===== src/design/rob_settings.svh =====
`ifndef ROB_SETTINGS_SVH
`define ROB_SETTINGS_SVH

// Buffer depth must be a power of two
`define ROB_DEPTH 8
`define ROB_IDX_W $clog2(`ROB_DEPTH)

`define NUM_SRCS 2
`define NUM_AREGS 32
`define AREG_W $clog2(`NUM_AREGS)

`define DATA_W 32
`define SIMID_W 32

`endif


===== src/design/rob_pkg.sv =====
`include "rob_settings.svh"

package rob_pkg;

   typedef enum logic {
      OP_ALU,
      OP_BRANCH
   } t_opclass;

   typedef logic [`AREG_W-1:0] t_areg;
   typedef logic [`DATA_W-1:0] t_data;

   // Wrap bit separates full from empty
   typedef struct packed {
      logic wrap;
      logic [`ROB_IDX_W-1:0] idx;
   } t_rob_id;

   typedef struct packed {
      t_opclass opclass;
      logic wr_reg;
      t_areg dst;
      t_areg [`NUM_SRCS-1:0] src;
      logic [`SIMID_W-1:0] simid;   // Debug tag only
   } t_uinstr;

   typedef struct packed {
      t_rob_id robid;
      t_data data;                  // Branch target for branches
      logic mispred;
   } t_rob_result;

   typedef struct packed {
      logic valid;
      logic ready;
      t_uinstr uinstr;
      t_data data;
      logic mispred;
   } t_rob_ent;

endpackage


===== src/design/rob_ifs.sv =====
`timescale 1ns/10ps

interface rob_alloc_if
   import rob_pkg::*;
();
   logic alloc_valid;
   t_uinstr alloc_uinstr;
   t_rob_id alloc_robid;   // Tail id
   logic rob_full;

   modport producer (output alloc_valid, output alloc_uinstr,
                     input alloc_robid, input rob_full);
   modport buffer (input alloc_valid, input alloc_uinstr,
                   output alloc_robid, output rob_full);
endinterface

interface rob_retire_if
   import rob_pkg::*;
();
   logic head_valid;   // Head valid and ready
   t_uinstr head_uinstr;
   t_data head_data;
   logic head_mispred;
   t_rob_id head_robid;
   logic flush;

   modport buffer (output head_valid, output head_uinstr, output head_data,
                   output head_mispred, output head_robid, input flush);
   modport consumer (input head_valid, input head_uinstr, input head_data,
                     input head_mispred, input head_robid, output flush);
endinterface


===== src/design/dispatch_stage.sv =====
`timescale 1ns/10ps
`include "rob_settings.svh"

module dispatch_stage
   import rob_pkg::*;
(
   input logic clk,
   input logic reset,

   input logic dec_valid,
   input t_uinstr dec_uinstr,
   output logic dec_ready,
   output t_rob_id dispatch_robid,
   output logic src_pending [`NUM_SRCS],
   output t_rob_id src_robid [`NUM_SRCS],

   rob_alloc_if.producer alloc,
   input logic flush,

   output t_areg lookup_reg [`NUM_SRCS],
   input logic lookup_pending [`NUM_SRCS],
   input t_rob_id lookup_robid [`NUM_SRCS]
);

   localparam int CNT_W = 8;

   logic [CNT_W-1:0] disp_cnt;   // Saturating count of dispatches since last flush
   logic fire;
   logic report_deps;

   // Hold off while full or while a branch flush retires
   assign dec_ready = ~alloc.rob_full & ~flush;
   assign fire = dec_valid & dec_ready;

   assign alloc.alloc_valid = fire;
   assign alloc.alloc_uinstr = dec_uinstr;

   assign dispatch_robid = alloc.alloc_robid;

   always_ff @(posedge clk) begin
      if (reset) begin
         disp_cnt <= '0;
      end else if (flush) begin
         disp_cnt <= '0;
      end else if (fire && disp_cnt != '1) begin
         disp_cnt <= disp_cnt + 1'b1;
      end
   end

   // Nothing can be in flight if nothing went out since the flush
   assign report_deps = ~flush & (disp_cnt != '0);

   always_comb begin
      for (int s = 0; s < `NUM_SRCS; s++) begin
         lookup_reg[s] = dec_uinstr.src[s];
         src_pending[s] = report_deps & lookup_pending[s];
         src_robid[s] = src_pending[s] ? lookup_robid[s] : '0;
      end
   end

endmodule


===== src/design/reorder_buffer.sv =====
`timescale 1ns/10ps
`include "rob_settings.svh"

module reorder_buffer
   import rob_pkg::*;
(
   input logic clk,
   input logic reset,

   rob_alloc_if.buffer alloc,
   rob_retire_if.buffer retire,

   input logic cmp_valid,
   input t_rob_result cmp_result,

   input t_areg lookup_reg [`NUM_SRCS],
   output logic lookup_pending [`NUM_SRCS],
   output t_rob_id lookup_robid [`NUM_SRCS]
);

   t_rob_ent ents [`ROB_DEPTH];
   t_rob_id head;   // Oldest entry
   t_rob_id tail;   // Next free slot
   t_rob_id head_nxt;
   t_rob_id tail_nxt;
   t_rob_ent head_ent;
   logic rob_full;
   logic retire_now;
   logic cmp_hit;

   function automatic t_rob_id incr_id(input t_rob_id id);
      return t_rob_id'({id.wrap, id.idx} + 1'b1);
   endfunction

   assign head_nxt = incr_id(head);
   assign tail_nxt = incr_id(tail);

   assign rob_full = (head.idx == tail.idx) && (head.wrap != tail.wrap);

   assign alloc.rob_full = rob_full;
   assign alloc.alloc_robid = tail;

   assign head_ent = ents[head.idx];

   // Valid bit alone covers the empty case
   assign retire.head_valid = head_ent.valid & head_ent.ready;
   assign retire.head_uinstr = head_ent.uinstr;
   assign retire.head_data = head_ent.data;
   assign retire.head_mispred = head_ent.mispred;
   assign retire.head_robid = head;

   assign retire_now = retire.head_valid;
   assign cmp_hit = cmp_valid & ents[cmp_result.robid.idx].valid;   // Drop stale ids

   always_ff @(posedge clk) begin
      if (reset) begin
         head <= '0;
         tail <= '0;
         for (int i = 0; i < `ROB_DEPTH; i++) begin
            ents[i].valid <= 1'b0;
            ents[i].ready <= 1'b0;
         end
      end else if (retire.flush) begin
         // Branch retires and takes everything younger with it
         for (int i = 0; i < `ROB_DEPTH; i++) begin
            ents[i].valid <= 1'b0;
         end
         head <= head_nxt;
         tail <= head_nxt;
      end else begin
         if (retire_now) begin
            ents[head.idx].valid <= 1'b0;
            head <= head_nxt;
         end
         if (alloc.alloc_valid) begin
            ents[tail.idx].valid <= 1'b1;
            ents[tail.idx].ready <= 1'b0;
            ents[tail.idx].uinstr <= alloc.alloc_uinstr;
            tail <= tail_nxt;
         end
         if (cmp_hit) begin
            ents[cmp_result.robid.idx].ready <= 1'b1;
            ents[cmp_result.robid.idx].data <= cmp_result.data;
            ents[cmp_result.robid.idx].mispred <= cmp_result.mispred;
         end
      end
   end

   // Walk back from the tail to find the youngest in-flight writer
   always_comb begin
      logic [`ROB_IDX_W:0] cand;
      t_rob_ent ent;
      for (int s = 0; s < `NUM_SRCS; s++) begin
         lookup_pending[s] = 1'b0;
         lookup_robid[s] = '0;
         for (int k = 1; k <= `ROB_DEPTH; k++) begin
            cand = {tail.wrap, tail.idx} - (`ROB_IDX_W+1)'(k);
            ent = ents[cand[`ROB_IDX_W-1:0]];
            if (!lookup_pending[s] && ent.valid && ent.uinstr.wr_reg &&
                ent.uinstr.dst != '0 && ent.uinstr.dst == lookup_reg[s]) begin
               lookup_pending[s] = 1'b1;
               lookup_robid[s] = t_rob_id'(cand);   // Keeps the wrap bit
            end
         end
      end
   end

endmodule


===== src/design/retire_unit.sv =====
`timescale 1ns/10ps
`include "rob_settings.svh"

module retire_unit
   import rob_pkg::*;
(
   input logic clk,
   input logic reset,

   rob_retire_if.consumer retire,

   input t_areg arch_rd_addr,
   output t_data arch_rd_data,

   output logic ret_valid,
   output t_areg ret_reg,
   output t_data ret_data,
   output t_rob_id ret_robid,
   output logic flush_out,
   output t_data flush_target
);

   t_data arf [`NUM_AREGS];
   logic arf_we;

   assign arf_we = retire.head_valid & retire.head_uinstr.wr_reg;

   // Mispredicted branch at the head flushes in the same cycle
   assign retire.flush = retire.head_valid & retire.head_mispred &
                         (retire.head_uinstr.opclass == OP_BRANCH);

   always_ff @(posedge clk) begin
      if (arf_we && retire.head_uinstr.dst != '0) begin
         arf[retire.head_uinstr.dst] <= retire.head_data;
      end
   end

   assign arch_rd_data = (arch_rd_addr == '0) ? '0 : arf[arch_rd_addr];   // x0 hardwired

   always_ff @(posedge clk) begin
      if (reset) begin
         ret_valid <= 1'b0;
         flush_out <= 1'b0;
      end else begin
         ret_valid <= arf_we;
         flush_out <= retire.flush;
      end
   end

   // Retire and flush report payload
   always_ff @(posedge clk) begin
      ret_reg <= retire.head_uinstr.dst;
      ret_data <= retire.head_data;
      ret_robid <= retire.head_robid;
      flush_target <= retire.head_data;
   end

endmodule


===== src/design/rob_core_top.sv =====
`timescale 1ns/10ps
`include "rob_settings.svh"

module rob_core_top
   import rob_pkg::*;
(
   input logic clk,
   input logic reset,

   input logic dec_valid,
   input t_uinstr dec_uinstr,
   output logic dec_ready,
   output t_rob_id dispatch_robid,
   output logic src_pending [`NUM_SRCS],
   output t_rob_id src_robid [`NUM_SRCS],

   input logic cmp_valid,
   input t_rob_id cmp_robid,
   input t_data cmp_data,
   input logic cmp_mispred,

   input t_areg arch_rd_addr,
   output t_data arch_rd_data,

   output logic ret_valid,
   output t_areg ret_reg,
   output t_data ret_data,
   output t_rob_id ret_robid,
   output logic flush_out,
   output t_data flush_target
);

   rob_alloc_if alloc_if ();
   rob_retire_if retire_if ();

   t_rob_result cmp_result;
   t_areg lookup_reg [`NUM_SRCS];
   logic lookup_pending [`NUM_SRCS];
   t_rob_id lookup_robid [`NUM_SRCS];

   assign cmp_result = '{robid: cmp_robid, data: cmp_data, mispred: cmp_mispred};

   dispatch_stage i_dispatch (
      .clk, .reset,
      .dec_valid, .dec_uinstr, .dec_ready, .dispatch_robid,
      .src_pending, .src_robid,
      .alloc (alloc_if.producer),
      .flush (retire_if.flush),
      .lookup_reg, .lookup_pending, .lookup_robid
   );

   reorder_buffer i_rob (
      .clk, .reset,
      .alloc (alloc_if.buffer),
      .retire (retire_if.buffer),
      .cmp_valid, .cmp_result,
      .lookup_reg, .lookup_pending, .lookup_robid
   );

   retire_unit i_retire (
      .clk, .reset,
      .retire (retire_if.consumer),
      .arch_rd_addr, .arch_rd_data,
      .ret_valid, .ret_reg, .ret_data, .ret_robid,
      .flush_out, .flush_target
   );

endmodule


===== config.mk =====
export PLATFORM = sky130hd
export DESIGN_NAME = rob_core_top
export DESIGN_NICKNAME = d
export VERILOG_FILES = /design/src/design/rob_pkg.sv /design/src/design/rob_ifs.sv /design/src/design/dispatch_stage.sv /design/src/design/reorder_buffer.sv /design/src/design/retire_unit.sv /design/src/design/rob_core_top.sv
export VERILOG_INCLUDE_DIRS = /design/src /design/src/design
export SDC_FILE = /design/constraint.sdc
export NUM_CORES = 1
export LEC_CHECK = 0
export BUFFER_PORTS_ARGS = -buffer_cell sky130_fd_sc_hd__buf_2
export CAP_MARGIN = 10
export CORE_UTILIZATION = 60
export CTS_CLUSTER_SIZE = 14
export DETAILED_ROUTE_END_ITERATION = 8
export GPL_ROUTABILITY_DRIVEN = 0
export PLACE_DENSITY = 0.75
export REMOVE_ABC_BUFFERS = 1
export SETUP_SLACK_MARGIN = 0.3
export SYNTH_ARGS = -nofsm -noshare
export SYNTH_HDL_FRONTEND = slang
export SYNTH_SLANG_ARGS = --single-unit

===== constraint.sdc =====
create_clock -name clk -period 7.5 [get_ports clk]
set_input_delay 0.375 -clock clk [delete_from_list [all_inputs] [get_ports clk]]
set_output_delay 0.375 -clock clk [all_outputs]
set_load 0.02 [all_outputs]

## Yosys cells after proc, flatten, opt, wreduce, memory -nomap -nowiden

Memories as Yosys holds them, arrays and structs flattened. A register that Yosys moved wholly into a read port is not among the register bits.
Cells that the tools add are included.

- Register bits: 59
- RAM bits: 1696
- Input bits: 95
- Output and inout bits: 122
- Word-level logic and storage cells: 234
- Memories: 2

Memories:

| memory | words | width | read ports | clocked after Yosys merged registers in | write ports | line | text |
|---|---|---|---|---|---|---|---|
| i_retire.arf | 32 | 32 | 1 | 0 | 1 | retire_unit.sv:23 | `` t_data arf [`NUM_AREGS]; `` |
| i_rob.ents | 8 | 84 | 10 | 1 | 8 | reorder_buffer.sv:21 | `` t_rob_ent ents [`ROB_DEPTH]; `` |

- Add/sub/neg operators: 11
- Equal/unequal tests: 19
- Muxes and demuxes: 77
- Bitwise logic cells: 20
- Reduce and logical (&&, ||, !) cells: 94

Operator list:

| kind | count |
|---|---|
| two-way mux 84 bit | 3 |
| OR reduction 84 bit | 3 |
| two-way mux 4 bit | 24 |
| equality test 5 bit | 16 |
| logical AND 1 bit | 63 |
| nonzero test 5 bit | 9 |
| two-way mux 1 bit | 43 |
| two-way mux 32 bit | 1 |
| two-way mux 3 bit | 6 |
| subtractor 4 x 3 -> 4 bit (second input constant) | 4 |
| zero test 1 bit | 14 |
| AND 1 bit | 10 |
| adder 4 x 1 -> 4 bit (second input constant) | 2 |
| adder 8 x 1 -> 8 bit (second input constant) | 1 |
| inequality test 8 bit (second input constant) | 1 |
| OR 1 bit | 8 |
| nonzero test 8 bit | 1 |
| subtractor 4 x 2 -> 4 bit (second input constant) | 2 |
| zero test 5 bit | 1 |
| nonzero test 2 bit | 2 |
| subtractor 4 x 1 -> 4 bit (second input constant) | 1 |
| subtractor 4 bit (second input constant) | 1 |
| equality test 3 bit | 1 |
| NOT 1 bit | 2 |
| 2 further kinds | 2 |

## Logic depth before layout (Yosys ltp)

Gate-level depths: netlist of run 1.
An unclocked memory read counts as a cell.

- Depth after elaboration: 50
- Depth in mapped cells: 20
- Gate-level depth less buffers: 12

## Modules after synthesis

A second synthesis of run 1 with hierarchy kept.

- Cells, all modules: 3769
- Area, all modules: 72662.2 um^2

By module, submodules not included:

| module | times used | cells an instance | area an instance (um^2) | seq. area each (um^2) |
|---|---|---|---|---|
| retire_unit | 1 | 1981 | 40835.4 | 31610.3 |
| reorder_buffer | 1 | 1659 | 30833.3 | 20239.4 |
| dispatch_stage | 1 | 129 | 993.5 | 160.2 |

## Least setup slack after synthesis of run 1

No wires, ideal clock.

- Path type: register to register
- Start: reg with a tool-made name
- End: mem i_rob.ents[5][0] (netlist bit), enable pin
- Library setup time: 520 ps
- Arrival: 5180 ps
- Data required time: 6980 ps
- Path slack: 1800 ps
- Cell stages (with the launch flop): 7
- Buffers on the path: 1
- Period minus slack after synthesis: 5700 ps
- Path through: dfxtp_1 -> buf_1 -> a211oi_1 -> o21ai_0 -> nor2b_1 -> nand3_1 -> nor4b_1

RTL lines:

| item | line |
|---|---|
| to (decl) | reorder_buffer.sv:21 |

==> results of run 1 <==
==> cells by family after synthesis <==
family / count (synthesis) / synth area share
compound gates: 155 / 0.0188
xor+xnor: 102 / 0.0156
fa+ha+maj: 10 / 0.00211
buf+inv: 216 / 0.0181
flops: 1422 / 0.707
mux: 618 / 0.201
other cells: 1 / 0.0000632
simple gates: 434 / 0.0378
==> per-stage QoR <==
stage | hold slack [ns] | setup slack [ns] | cells
after detailed placement | 0.414 | 2.21 | 4307
final | 0.0569 | 1.26 | 4612
after floorplan | 0.395 | -1.96 | 2789
after global routing | 0.0700 | 1.05 | 4612
after global placement | 0.415 | 2.35 | 4307
after CTS | 0.0217 | 1.38 | 4608
==> timing repair <==
item                                    CTS  global route
endpoints found under the setup margin    0             0
hold buffers                             41             0
endpoints found under the hold margin   296             0
==> worst paths after layout <==
kind                                            startpoint                    end  slack, ns  cells past startpoint
worst max-delay path            i_rob.alloc.alloc_robid[1]           src_robid[4]       1.26                     14
worst min-delay path                                 reset               register       0.06                      2
worst max register to register                    register    i_retire.arf[13][2]       2.46                     10
worst min register to register  i_rob.retire.head_robid[3]  i_retire.ret_robid[3]       0.42                      0
==> metal layers <==
metal	wire length, µm	up-vias	track usage
met5	18	-	0
met2	71800	1917	0.484
met1	53000	16150	0.394
li1	-	12689	-
met4	4700	4	0.105
met3	13800	353	0.0554
==> final cells by class <==
| class | count | area share |
|---|---|---|
| Timing Repair Buffer | 283 | 0.0275 |
| Tap cell | 1276 | 0.0240 |
| Sequential cell | 1422 | 0.630 |
| Inverter | 16 | 0.000939 |
| Multi-Input combinational cell | 1351 | 0.251 |
| Clock inverter | 63 | 0.00720 |
| Antenna cell | 4 | 0.000150 |
| Clock buffer | 197 | 0.0594 |
==> worst max-delay path, stage by stage, from the launching register on <==
cell       delay (ns)
dfxtp_4          0.53
inv_1            0.27
ha_2             0.81
buf_4            0.48
mux2i_1          0.51
nor3_1           0.09
o41ai_1          0.30
o2111ai_1        0.22
nor4_4           0.54
a21oi_1          0.17
nand4_2          0.20
nor3b_2          0.10
a2111oi_0        0.57
nor3_1           0.13
buf_2            0.19
==> cell usage in the layout (no fill, tap or decap), types with 20 or more instances in the layout <==
| cell type | Yosys | final |
|---|---|---|
| edfxtp_1 | 1344 | 1344 |
| mux4_2 | 451 | 451 |
| buf_2 | 18 | 179 |
| clkbuf_16 | 0 | 145 |
| mux2i_1 | 121 | 121 |
| nor2_1 | 121 | 89 |
| nand2_1 | 76 | 76 |
| dfxtp_1 | 78 | 73 |
| buf_4 | 43 | 58 |
| xor2_1 | 54 | 54 |
| xnor2_1 | 45 | 44 |
| mux2_2 | 43 | 43 |
| nand3_1 | 43 | 43 |
| and2_1 | 43 | 41 |
| dlygate4sd3_1 | 0 | 41 |
| and3_1 | 42 | 40 |
| clkbuf_1 | 89 | 39 |
| nor2_4 | 0 | 32 |
| conb_1 | 1 | 32 |
| o21ai_0 | 26 | 26 |
| a21oi_1 | 26 | 26 |
| nor3_1 | 27 | 25 |
| clkinv_1 | 0 | 24 |
| clkinv_2 | 0 | 20 |
==> power by group through the flow <==
| stage | sequential (mW) | combinational (mW) | clock [mW] |
|---|---|---|---|
| final | 8.61 | 0.925 | 6.74 |
| after global routing | 8.61 | 0.981 | 7.09 |
| after CTS | 8.61 | 0.921 | 6.81 |
| after detailed placement | 8.78 | 0.894 | 0 |
| after global placement | 8.78 | 0.872 | 0 |
| after floorplan | 8.79 | 0.562 | 0 |
==> impl_metrics.json, run 1 <==
{
  "fmax_mhz": 160,
  "critPathKind": "register to output pin",
  "fin_nets": 3321,
  "syn-cell-area_um2": 59300,
  "p_leak_nw": 21.5,
  "reg.largest.list": "i_retire.arf (1024), i_rob.ents (336), i_retire.ret_data (32)",
  "track_usage": 0.293,
  "synth_cell_type_count": 83,
  "setup_viol": 0,
  "irDropWorstVdd_v": 0.000224,
  "synth_flop_cell": "edfxtp_1",
  "yosysMostFrequentCell": "edfxtp_1",
  "core_area_um2": 97300,
  "power_frac_clock": 0.414,
  "power.density_nw_per_um2": 244,
  "grt_pass1_vias": 31925,
  "viasPerCell": 6.75,
  "ys_seq_area_frac": 0.707,
  "dp_hpwl_um": 78100,
  "die-width_um": 316,
  "seq_area_um2": 41900,
  "status": "completed",
  "synthArstFlopShare": 0,
  "min_period_ns": 6.24,
  "drive_gt1_frac": 0.305,
  "synthCells": 2958,
  "total_power_mw": 16.3,
  "clock-sinks": 1422,
  "clk_pin_slew_worst_paths_ns": 0.06,
  "antenna_found_initial": 6,
  "drv_cap": 0,
  "die_area_um2": 100000,
  "h-tree-depth": 4,
  "overflow": 0,
  "via_count": 31113,
  "largest_reg_flops": 1024,
  "clock_latency_ns": 0.75,
  "p_switching_mw": 3.46,
  "dr.pass1.iters": 5,
  "io_buffers": 183,
  "cts.repair.resized": 0,
  "clock_path_buffers": 3,
  "fin_skew_ns": 0.0301,
  "post_cts_buffers": 0,
  "hold_violations": 0,
  "wire_per_inst_um": 31.1,
  "crit_path_start_kind": "register",
  "drc_errors": 0,
  "initial_utilization": 0.610,
  "syn_avg_cell_area_um2": 20.1,
  "p_comb_frac": 0.057,
  "timing.slew.headroom": 0.158,
  "rsz0062_at_grt": "false",
  "stdcell_area_um2": 66600,
  "swShare": 0.212,
  "synth_top_cell_area_share": 0.680,
  "internal_power_mw": 12.8,
  "seq_power_share": 0.529,
  "ios": 217,
  "synth_area_leader_cell": "edfxtp_1",
  "yosys-top-cells-area": "edfxtp_1 (68%), mux4_2 (17%), dfxtp_1 (2.6%)",
  "n_fill_cell": 5940,
  "cts_buffers": 142,
  "ys_warn_count": 0,
  "grt_pass1_wl_um": 208000,
  "drtIter0Drc": 4014,
  "tns_ns": 0,
  "netlist_top_cells_count": "edfxtp_1 (1,344), mux4_2 (451), mux2i_1 (121), nor2_1 (121), clkbuf_1 (89)",
  "grt_start_max_net_pins": 156,
  "cts-root-buf": "clkbuf_16",
  "cp.required_ns": 7.12,
  "routed_wl_um": 143000,
  "tritoncts": "yes",
  "slew_viol_final": 0,
  "synth-edff-count": 1344,
  "fp.dieH_um": 316,
  "place_area_um2": 61700,
  "syn_to_final_growth_pct": 12.3,
  "ant_nets": 0,
  "period_share": 0.832,
  "multi_input_area_um2": 16700,
  "cp.arrival_ns": 5.87,
  "path_max_fanout": 29,
  "ys_ff_latch": 1422,
  "setup.worst_path.end_class": "output pin",
  "final_util": 0.685,
  "worstHoldPathType": "input port to register",
  "top_register": "i_retire.arf",
  "row_count": 114,
  "worst_slew_pin_slew_ns": 1.26
}
No activity file was read; power rests on OpenSTA's default activity.
==> run 2: changes to the inputs <==
==> constraint.sdc (replaced) <==
create_clock -name clk -period 6.3 [get_ports clk]
set_input_delay 0.315 -clock clk [delete_from_list [all_inputs] [get_ports clk]]
set_output_delay 0.315 -clock clk [all_outputs]
set_load 0.02 [all_outputs]
==> impl_metrics.json, run 2 (synthesized netlist as in run 1, its figures left out) <==
{
  "fin_nets": 3325,
  "final_cell_mix": "edfxtp_1 (1,344), mux4_2 (451), buf_2 (179)",
  "crit_path_start_kind": "register",
  "worstHoldPathType": "input port to register",
  "drc_errors": 0,
  "met1Wirelength_um": 53800,
  "largest_reg_flops": 1024,
  "die_area_um2": 100000,
  "post_cts_buffers": 0,
  "ant_nets": 0,
  "grt_pass1_vias": 31761,
  "hold_slack_ns": 0.372,
  "timing.slew.headroom": 0.259,
  "clk_pin_slew_worst_paths_ns": 0.06,
  "p_leak_nw": 21.6,
  "wl_met2_um": 72200,
  "status": "completed",
  "clock_path_buffers": 3,
  "ios": 217,
  "irDropWorstVdd_v": 0.000249,
  "clock_latency_ns": 0.75,
  "cp.required_ns": 5.98,
  "hold_violations": 0,
  "top_register": "i_retire.arf",
  "cp.arrival_ns": 5.32,
  "highest_layer": "met5",
  "final_util": 0.686,
  "met3_wirelength_um": 13000,
  "worst_slew_pin_slew_ns": 1.11,
  "drtIter0Drc": 4170,
  "slew_viol_final": 0,
  "dr.pass1.iters": 5,
  "tritoncts": "yes",
  "row_count": 114,
  "period_share": 0.895,
  "via_count": 30989,
  "crit_chain": "buf_6 -> ha_1 -> xor2_2 -> mux4_2 -> a41oi_1 -> mux2i_1 -> nor3_1 -> or2_2 -> o21bai_1 -> a221o_1 -> a21oi_1 -> buf_2",
  "cpPeakStageDelay_ns": 0.67,
  "clock-sinks": 1422,
  "antenna_found_initial": 6,
  "dp_hpwl_um": 81200,
  "drv_cap": 0,
  "grt_start_max_net_pins": 96,
  "overflow": 0,
  "fp.dieH_um": 316,
  "fmax_mhz": 177,
  "power.density_nw_per_um2": 293,
  "rsz0062_at_grt": "false",
  "path_max_fanout": 80,
  "viasPerCell": 6.72,
  "critical_path_buf_inv_count": 2,
  "core_area_um2": 97300,
  "syn_to_final_growth_pct": 12.5,
  "reg.largest.list": "i_retire.arf (1024), i_rob.ents (336), i_retire.ret_data (32)",
  "cts-root-buf": "clkbuf_16",
  "grt_pass1_wl_um": 210000,
  "io_buffers": 183,
  "min_period_ns": 5.64,
  "die-width_um": 316,
  "setup_viol": 0,
  "slowest_stage": "mux4_2",
  "routed_wl_um": 143000,
  "crit_family": "compound AO/OA/AOI/OAI gates",
  "fin_skew_ns": 0.0308,
  "setup.worst_path.end_class": "output pin",
  "track_usage": 0.293,
  "cts_buffers": 140,
  "wire_per_inst_um": 31.1,
  "initial_utilization": 0.610,
  "critPathKind": "register to output pin",
  "final_common_cell": "edfxtp_1",
  "h-tree-depth": 4,
  "drive_gt1_frac": 0.306
}
[run 2: changes by cell type in the layout (fill, tap and decap cells not counted), moves of 2 or more]
cell / before / now
clkbuf_8: 13 / 6
inv_6: 7 / 4
bufinv_16: 3 / 10
clkbuf_16: 145 / 143
buf_4: 58 / 61
clkinv_2: 20 / 22
clkbuf_1: 39 / 31
[run 2: path summary, 6_finish.rpt]
kind | startpoint | endpoint | slack, ns | depth (start not counted)
max | i_rob.alloc.alloc_robid[0] | src_robid[6] | 0.66 | 12
min | cmp_robid[2] | i_rob.ents[1][9] | 0.37 | 3
max reg2reg | register | i_retire.arf[3][6] | 1.66 | 10
min reg2reg | i_rob.retire.head_robid[3] | i_retire.ret_robid[3] | 0.43 | 0
[run 2: final cells by class]
cell class	instances	area, µm²
Tap cell	1276	1600
Clock inverter	71	706
Antenna cell	4	10.0
Sequential cell	1422	41900
Fill cell	5901	30600
Multi-Input combinational cell	1351	16700
Inverter	16	62.6
Timing Repair Buffer	289	1900
Clock buffer	180	3780
[run 2: what timing repair did]
action	CTS	global route
setup endpoints to repair	0	7
hold buffers	42	0
endpoints found under the hold margin	326	0
resized for setup	0	3
[run 2: power breakdown]
part,leakage (nW),total [mW],switching (mW),internal (mW)
Combinational,6.65,1.13,0.629,0.499
Clock,2.19,8.14,3.47,4.67
Sequential,12.7,10.3,0.0160,10.2
[run 2: worst register-to-register path, stage by stage, from the launching register on]
cell,delay (ns)
dfxtp_4,0.89
nand3_1,0.16
o21ai_0,0.14
nor2_1,0.08
a211oi_1,0.24
a21o_1,0.23
inv_1,0.21
nor2_1,0.20
nand3_1,0.64
nor2_4,1.08
buf_4,0.43
[run 2: stage by stage]
stage	setup WS, ns	instances	power [mW]	instance area, µm²	TNS (ns)
CTS	0.454	4605	19.6	66700	0
floorplan	-3.16	2789	11.1	58400	-704.96
global route	0.339	4608	20.0	66700	0
detailed placement	1.27	4312	11.5	61800	0
global placement	1.43	4312	11.5	61800	0
finish	0.663	4609	19.5	66700	0
[run 2: per-layer routing]
layer	GRT usage	vias to the layer above
li1	-	12687
met5	0	-
met2	0.485	1863
met3	0.0536	294
met1	0.398	16141
met4	0.0981	4
